`config.mk`:
```
export PLATFORM = sky130hd
export DESIGN_NAME = mem_stage
export DESIGN_NICKNAME = d
export VERILOG_FILES = /design/src/design/mem_stage_pkg.sv /design/src/design/store_formatter.sv /design/src/design/load_formatter.sv /design/src/design/mem_access_unit.sv /design/src/design/mem_wb_reg.sv /design/src/design/mem_stage.sv
export SDC_FILE = /design/constraint.sdc
export NUM_CORES = 1
export LEC_CHECK = 0
export BUFFER_PORTS_ARGS = -buffer_cell sky130_fd_sc_hd__buf_2
export CAP_MARGIN = 10
export CORE_AREA = 2 2 175 177
export DETAILED_ROUTE_END_ITERATION = 10
export DIE_AREA = 0 0 177 179
export PLACE_DENSITY_LB_ADDON = 0.15
export REMOVE_ABC_BUFFERS = 1
export SYNTH_ARGS = -nofsm -noshare
export SYNTH_HDL_FRONTEND = slang
export SYNTH_SLANG_ARGS = --single-unit
export TNS_END_PERCENT = 5
```
`constraint.sdc`:
```
create_clock -name clk -period 6.3 [get_ports clk]
set_input_delay 1.575 -clock clk [delete_from_list [all_inputs] [get_ports clk]]
set_output_delay 1.575 -clock clk [all_outputs]
set_load 0.005 [all_outputs]
```
`src/design/mem_stage_pkg.sv`:
```
package mem_stage_pkg;

  // ======================================================================
  // Data path widths
  // ======================================================================

  // Data or address word
  typedef logic [31:0] word_t;
  // One write strobe per byte lane
  typedef logic [3:0] strb_t;
  // Destination register index
  typedef logic [4:0] reg_idx_t;
  // Load/store width code from the instruction
  typedef logic [2:0] funct3_t;
  // Which unit supplies the stage result
  typedef logic [2:0] res_src_t;
  // Trap cause carried to WB
  typedef logic [1:0] trap_code_t;

  // ======================================================================
  // Named codes
  // ======================================================================

  // RISC-V funct3 encodings for loads and stores
  localparam funct3_t F3_B  = 3'd0;
  localparam funct3_t F3_H  = 3'd1;
  localparam funct3_t F3_W  = 3'd2;
  localparam funct3_t F3_BU = 3'd4;
  localparam funct3_t F3_HU = 3'd5;

  // Access size, taken from funct3[1:0]
  localparam logic [1:0] SZ_B = 2'd0;
  localparam logic [1:0] SZ_H = 2'd1;
  localparam logic [1:0] SZ_W = 2'd2;

  // Result source select
  localparam res_src_t RES_ALU = 3'd0;
  localparam res_src_t RES_MEM = 3'd1;
  localparam res_src_t RES_PC4 = 3'd2;
  localparam res_src_t RES_TGT = 3'd3;
  localparam res_src_t RES_M   = 3'd4;

  // Load/store address misaligned
  localparam trap_code_t TRAP_LDST_MISALIGN = 2'd2;

endpackage

```
`src/design/store_formatter.sv`:
```
module store_formatter
  import mem_stage_pkg::*;
(
  input  funct3_t    funct3_i,
  input  logic [1:0] addr_lo_i,
  input  word_t      data_i,
  output word_t      wdata_o,
  output strb_t      wstrb_o
);

  // Access size from the low funct3 bits
  logic [1:0] size;

  assign size = funct3_i[1:0];

  // ======================================================================
  // Lane replication
  // ======================================================================

  // Replicate the store value so every lane carries it
  // The strobes then pick which lanes are written
  always_comb begin
    case (size)
      SZ_B: wdata_o = {4{data_i[7:0]}};
      SZ_H: wdata_o = {2{data_i[15:0]}};
      default: wdata_o = data_i;
    endcase
  end

  // ======================================================================
  // Byte strobes
  // ======================================================================

  always_comb begin
    case (size)
      // One lane at the byte offset
      SZ_B: wstrb_o = 4'b0001 << addr_lo_i;
      // Lower or upper halfword, bit 0 is ignored here
      SZ_H: begin
        if (addr_lo_i[1]) begin
          wstrb_o = 4'b1100;
        end else begin
          wstrb_o = 4'b0011;
        end
      end
      // Full word
      default: wstrb_o = 4'b1111;
    endcase
  end

endmodule

```
`src/design/load_formatter.sv`:
```
module load_formatter
  import mem_stage_pkg::*;
(
  input  funct3_t    funct3_i,
  input  logic [1:0] addr_lo_i,
  input  word_t      rdata_i,
  output word_t      data_o
);

  // Addressed byte and halfword of the read word
  logic [7:0]  ld_byte;
  logic [15:0] ld_half;

  // ======================================================================
  // Lane selection
  // ======================================================================

  // Bring the addressed byte down to bit 0
  always_comb begin
    case (addr_lo_i)
      2'd0: ld_byte = rdata_i[7:0];
      2'd1: ld_byte = rdata_i[15:8];
      2'd2: ld_byte = rdata_i[23:16];
      default: ld_byte = rdata_i[31:24];
    endcase
  end

  // Halfword select uses bit 1 only
  // A misaligned halfword traps upstream, so bit 0 does not matter
  assign ld_half = addr_lo_i[1] ? rdata_i[31:16] : rdata_i[15:0];

  // ======================================================================
  // Extension
  // ======================================================================

  always_comb begin
    case (funct3_i)
      // Signed byte and halfword
      F3_B: data_o = {{24{ld_byte[7]}}, ld_byte};
      F3_H: data_o = {{16{ld_half[15]}}, ld_half};
      // Unsigned byte and halfword
      F3_BU: data_o = {24'd0, ld_byte};
      F3_HU: data_o = {16'd0, ld_half};
      // Word is passed as read
      F3_W: data_o = rdata_i;
      // Unused codes, keep the raw word
      default: data_o = rdata_i;
    endcase
  end

endmodule

```
`src/design/mem_access_unit.sv`:
```
module mem_access_unit
  import mem_stage_pkg::*;
(
  input  logic       s_valid_i,
  input  logic       mem_read_i,
  input  logic       mem_write_i,
  input  logic       trap_i,
  input  funct3_t    funct3_i,
  input  word_t      addr_i,
  input  word_t      store_data_i,
  input  trap_code_t trap_code_i,
  output logic       dmem_ren_o,
  output logic       dmem_we_o,
  output word_t      dmem_addr_o,
  output word_t      dmem_wdata_o,
  output strb_t      dmem_wstrb_o,
  output logic       trap_o,
  output trap_code_t trap_code_o
);

  // Formatter strobes before gating
  strb_t st_wstrb;
  // Misaligned halfword or word access
  logic  misalign;

  store_formatter u_store_formatter (
    .funct3_i  (funct3_i),
    .addr_lo_i (addr_i[1:0]),
    .data_i    (store_data_i),
    .wdata_o   (dmem_wdata_o),
    .wstrb_o   (st_wstrb)
  );

  // ======================================================================
  // Misalignment check
  // ======================================================================

  // Only an actual load or store can be misaligned
  always_comb begin
    misalign = 1'b0;
    if (mem_read_i || mem_write_i) begin
      case (funct3_i[1:0])
        SZ_H: misalign = addr_i[0];
        SZ_W: misalign = |addr_i[1:0];
        default: misalign = 1'b0;
      endcase
    end
  end

  // Misalignment overrides the incoming cause
  assign trap_o      = trap_i | misalign;
  assign trap_code_o = misalign ? TRAP_LDST_MISALIGN : trap_code_i;

  // ======================================================================
  // Memory request
  // ======================================================================

  // No memory side effect for a trapping or invalid instruction
  assign dmem_ren_o   = s_valid_i && mem_read_i && !trap_o;
  assign dmem_we_o    = s_valid_i && mem_write_i && !trap_o;
  assign dmem_addr_o  = {addr_i[31:2], 2'b00};
  assign dmem_wstrb_o = mem_write_i ? st_wstrb : 4'b0000;

endmodule

```
`src/design/mem_wb_reg.sv`:
```
module mem_wb_reg
  import mem_stage_pkg::*;
#(
  parameter int PIPELINED = 1
) (
  input  logic       clk,
  input  logic       rst_n,
  input  logic       s_valid_i,
  input  logic       stall_i,
  input  logic       reg_write_i,
  input  logic       trap_i,
  input  trap_code_t trap_code_i,
  input  reg_idx_t   rd_i,
  input  res_src_t   res_src_i,
  input  word_t      result_i,
  input  word_t      ld_data_i,
  output logic       m_valid_o,
  output logic       reg_write_o,
  output logic       trap_o,
  output trap_code_t trap_code_o,
  output reg_idx_t   rd_o,
  output res_src_t   res_src_o,
  output word_t      result_o,
  output word_t      ld_data_o
);

  if (PIPELINED != 0) begin : g_reg

    // ====================================================================
    // Control bits
    // ====================================================================

    // These trigger register writes and traps in WB
    // A bubble clears them so WB never has to look at valid again
    always_ff @(posedge clk) begin
      if (!rst_n) begin
        m_valid_o   <= 1'b0;
        reg_write_o <= 1'b0;
        trap_o      <= 1'b0;
      end else if (!stall_i) begin
        m_valid_o   <= s_valid_i;
        reg_write_o <= s_valid_i && reg_write_i;
        trap_o      <= s_valid_i && trap_i;
      end
    end

    // ====================================================================
    // Payload
    // ====================================================================

    // Loaded on every advance, may be stale behind a bubble
    always_ff @(posedge clk) begin
      if (!stall_i) begin
        trap_code_o <= trap_code_i;
        rd_o        <= rd_i;
        res_src_o   <= res_src_i;
        result_o    <= result_i;
        ld_data_o   <= ld_data_i;
      end
    end

  end else begin : g_pass

    // Single-cycle build, WB sees the MEM values directly
    // Control still masked by valid
    assign m_valid_o   = s_valid_i;
    assign reg_write_o = s_valid_i && reg_write_i;
    assign trap_o      = s_valid_i && trap_i;
    assign trap_code_o = trap_code_i;
    assign rd_o        = rd_i;
    assign res_src_o   = res_src_i;
    assign result_o    = result_i;
    assign ld_data_o   = ld_data_i;

  end

endmodule

```
`src/design/mem_stage.sv`:
```
module mem_stage
  import mem_stage_pkg::*;
#(
  parameter int PIPELINED = 1
) (
  input  logic       clk,
  input  logic       rst_n,
  // EX side
  input  logic       s_valid_i,
  input  logic       stall_i,
  input  logic       reg_write_i,
  input  logic       mem_read_i,
  input  logic       mem_write_i,
  input  res_src_t   res_src_i,
  input  logic       trap_i,
  input  trap_code_t trap_code_i,
  input  reg_idx_t   rd_i,
  input  funct3_t    funct3_i,
  input  word_t      alu_result_i,
  input  word_t      rs2_data_i,
  input  word_t      pc_plus4_i,
  input  word_t      jb_tgt_i,
  input  word_t      m_result_i,
  // Data memory
  output logic       dmem_ren_o,
  output word_t      dmem_raddr_o,
  input  word_t      dmem_rdata_i,
  output logic       dmem_we_o,
  output word_t      dmem_waddr_o,
  output word_t      dmem_wdata_o,
  output strb_t      dmem_wstrb_o,
  // Forwarding
  output word_t      result_mem_o,
  output word_t      ld_data_mem_o,
  // WB side
  output logic       m_valid_o,
  output logic       reg_write_o,
  output logic       trap_o,
  output trap_code_t trap_code_o,
  output reg_idx_t   rd_o,
  output res_src_t   res_src_o,
  output word_t      result_wb_o,
  output word_t      ld_data_wb_o
);

  // Merged trap and cause from the access unit
  logic       mem_trap;
  trap_code_t mem_trap_code;
  // Shared word address for read and write
  word_t      dmem_addr;
  // Register write killed by a trap
  logic       reg_write_gated;

  // ======================================================================
  // Memory access and load formatting
  // ======================================================================

  mem_access_unit u_mem_access_unit (
    .s_valid_i    (s_valid_i),
    .mem_read_i   (mem_read_i),
    .mem_write_i  (mem_write_i),
    .trap_i       (trap_i),
    .funct3_i     (funct3_i),
    .addr_i       (alu_result_i),
    .store_data_i (rs2_data_i),
    .trap_code_i  (trap_code_i),
    .dmem_ren_o   (dmem_ren_o),
    .dmem_we_o    (dmem_we_o),
    .dmem_addr_o  (dmem_addr),
    .dmem_wdata_o (dmem_wdata_o),
    .dmem_wstrb_o (dmem_wstrb_o),
    .trap_o       (mem_trap),
    .trap_code_o  (mem_trap_code)
  );

  assign dmem_raddr_o = dmem_addr;
  assign dmem_waddr_o = dmem_addr;

  // Memory reads in the same cycle, so the load is formatted here
  load_formatter u_load_formatter (
    .funct3_i  (funct3_i),
    .addr_lo_i (alu_result_i[1:0]),
    .rdata_i   (dmem_rdata_i),
    .data_o    (ld_data_mem_o)
  );

  // ======================================================================
  // Forwarded stage result
  // ======================================================================

  always_comb begin
    case (res_src_i)
      RES_M: result_mem_o = m_result_i;
      RES_PC4: result_mem_o = pc_plus4_i;
      RES_TGT: result_mem_o = jb_tgt_i;
      // Load data forwards on its own port, the address goes here
      RES_ALU, RES_MEM: result_mem_o = alu_result_i;
      default: result_mem_o = alu_result_i;
    endcase
  end

  // ======================================================================
  // MEM/WB register
  // ======================================================================

  assign reg_write_gated = reg_write_i && !mem_trap;

  mem_wb_reg #(
    .PIPELINED (PIPELINED)
  ) u_mem_wb_reg (
    .clk         (clk),
    .rst_n       (rst_n),
    .s_valid_i   (s_valid_i),
    .stall_i     (stall_i),
    .reg_write_i (reg_write_gated),
    .trap_i      (mem_trap),
    .trap_code_i (mem_trap_code),
    .rd_i        (rd_i),
    .res_src_i   (res_src_i),
    .result_i    (result_mem_o),
    .ld_data_i   (ld_data_mem_o),
    .m_valid_o   (m_valid_o),
    .reg_write_o (reg_write_o),
    .trap_o      (trap_o),
    .trap_code_o (trap_code_o),
    .rd_o        (rd_o),
    .res_src_o   (res_src_o),
    .result_o    (result_wb_o),
    .ld_data_o   (ld_data_wb_o)
  );

endmodule

```
==> reports/metrics.cfg <==
[outcome]
outcome=finished clean

[route]
wirelength_mm=22.2
drc_errors=0
vias_per_cell=4.09
route.met3.wl_mm=1.66
first_iter_violations=188
top_layer=met4
first_pass_iters=6
drtAntennaViolNets=0
wl_per_cell_um=18.3
wl_met1_mm=8.74
wl_met2_mm=11.5
vias=4963

[yosys]
syn_avg_cell_area_sq_um=11.0
ys.flop_type=edfxtp_1
synth_top_area_share_pct=45.8
synth_edf_count=74
ys_seq_area_share_pct=47.0
syn-instance-count=441
synth_cell_types=36
yosys.area.top_type=edfxtp_1
async_flop_share_pct=0
synth_area_leaders=edfxtp_1, buf_4, mux2i_1, a221o_1, a22oi_1
synthesis.area_sq_um=4850
synthTopCellsByCount=buf_4, edfxtp_1, nand2_1
yosysWarningCount=0
ys_seq_elements=77

[power]
netSwitchingFraction_pct=28.7
p_int_uw=1130
power_frac_comb_pct=26.5
switchingPower_uw=454
powerDensity_nw_per_um2=217
p_seq_share_pct=40.1
cellLeakagePower_uw=0.00361
finalPower_uw=1580
p_clk_share_pct=33.5
irDropWorstVdd_v=0.000103

[hold_path]
worstHoldStart=u_mem_wb_reg.m_valid_o
whs_endpoint=u_mem_wb_reg.m_valid_o
whs_path_depth=2
hold_path.class=reg -> reg

[place]
post_dp_cell_area_sq_um=6990
dp_hpwl_mm=17.9
io_buffer_count=451
gp_congestion=0.772
dp_cells=1198

[setup_path]
critPathLaunchType=input pin
critPathCaptureType=primary output
rrSetupSlack_ns=5.56
crit_fanout=12
reg2reg_depth=3
cp.arrival_ns=3.65
r2r-start=u_mem_wb_reg.trap_o
crit_type=in -> out
rr_endpoint=u_mem_wb_reg.trap_o
required_ns=4.72

[finish]
diodes=0
fin_util_pct=24.3
area_growth_pct=50.1
drive_above_1_share_pct=60.1
nFillCells=3328
finalNonFillerCells=1214
fin_area_sq_um=7290
nNetsFinal=1029

[global_route]
grt.overflow.total=0
grt.total_usage_pct=13.2
grt_pass1_wl_mm=30.9
grt_max_degree=39
grt_pass1_vias=4973
antenna_found_initial=0

[cts]
cts_buffers=9
clk_latency_ns=0.33
ctsRootBufferMaster=clkbuf_16
cts_tree=yes
cts_resized=0
cts_setup_buffers=0
cts_sinks=77
cts_htree_levels=3
clk_pin_slew_worst_paths_ns=0.06
ctsHoldBuffers=0
clk_path_buf_depth=2

[job]
cap_violations=0

[sta]
final-hold-violation-count=0
layout_min_cycle_time_ns=5.23
period_share_pct=83.0
setup_viol=0
relSlewSlack_pct=36.5
rsz0062_at_grt=no
slew_violations=0
finalSetupTns_ns=0
worstMarginPinSlew_ns=0.953
clock_skew_ns=0
max_freq_mhz=191

[floorplanning]
rows=64
die_w_um=177
die-area_sq_um=31700
start_util_pct=16.2
io_pins=456
core-area_sq_um=30000
dieHeight_um=179

## cell type report
class	count	area, sq um	share of cell area (%)
tap	396	495	6.80
multi-input combinational	260	1870	25.6
sequential	77	2280	31.3
inverter	4	16.3	0.223
clock buffer	10	229	3.14
timing repair buffer	461	2330	32.0
clock inverter	6	63.8	0.876
## cell usage in the layout, fill, tap and decap left out, types with 3 or more instances in the layout
cell type,instances
a221o_1,40
a22o_1,8
a22oi_1,27
buf_2,451
buf_4,10
clkbuf_16,9
conb_1,4
dfxtp_1,3
edfxtp_1,74
ha_1,3
inv_1,3
mux2_2,11
mux2i_1,41
nand2_1,45
nand2b_1,4
nor2_1,41
nor2b_1,7
o211ai_1,5
o21a_1,4
## worst max path at each step
stage,start,to,cells past startpoint
finish,funct3_i[1],ld_data_mem_o[5],7
CTS,funct3_i[1],ld_data_mem_o[5],7
global route,funct3_i[1],ld_data_mem_o[5],7
global placement,funct3_i[1],ld_data_mem_o[12],7
floorplan,res_src_i[2],result_mem_o[0],3
detailed placement,funct3_i[1],ld_data_mem_o[5],7
## stage by stage
| stage | worst slack [ns] | hold slack [ns] |
|---|---|---|
| floorplan | 1.00 | 0.467 |
| global placement | 1.10 | 0.478 |
| detailed placement | 1.05 | 0.476 |
| CTS | 1.05 | 0.487 |
| global route | 0.836 | 0.515 |
| finish | 1.07 | 0.485 |
## power by group through the flow
stage | registers (uW) | clock network (uW) | logic (uW)
after detailed placement | 645 | 0 | 425
final | 634 | 529 | 418
after global placement | 645 | 0 | 430
after floorplan | 655 | 0 | 134
after CTS | 634 | 558 | 427
after global routing | 639 | 573 | 460
## cell families after synthesis
family | after synthesis | share of synthesized area (%)
and+or+nand+nor | 109 | 9.87
adders and majority gates | 3 | 0.773
DFF | 77 | 47.0
buffers and inverters | 107 | 14.8
AOI/OAI and AO/OA | 92 | 16.4
muxes | 52 | 11.0
other | 1 | 0.0773
## routing by layer
metal	GRT usage, %	vias up
met5	0	-
met4	3.17	0
met3	3.18	10
met2	24.7	266
met1	15.0	2350
li1	-	2337
## sequential cells by signal, indices dropped and copies added, names as in the netlist
name / cells
u_mem_wb_reg.ld_data_o: 32
u_mem_wb_reg.result_o: 32
u_mem_wb_reg.rd_o: 5
u_mem_wb_reg.res_src_o: 3
u_mem_wb_reg.trap_code_o: 2
u_mem_wb_reg.m_valid_o: 1
u_mem_wb_reg.reg_write_o: 1
u_mem_wb_reg.trap_o: 1
## worst max-delay path: stages
cell	delay (ns)
buf_2	0.18
inv_1	0.10
ha_1	0.44
inv_1	0.32
a21boi_1	0.61
a221o_1	0.30
buf_2	0.13
Note: power is estimated with default switching activity, not from simulation.
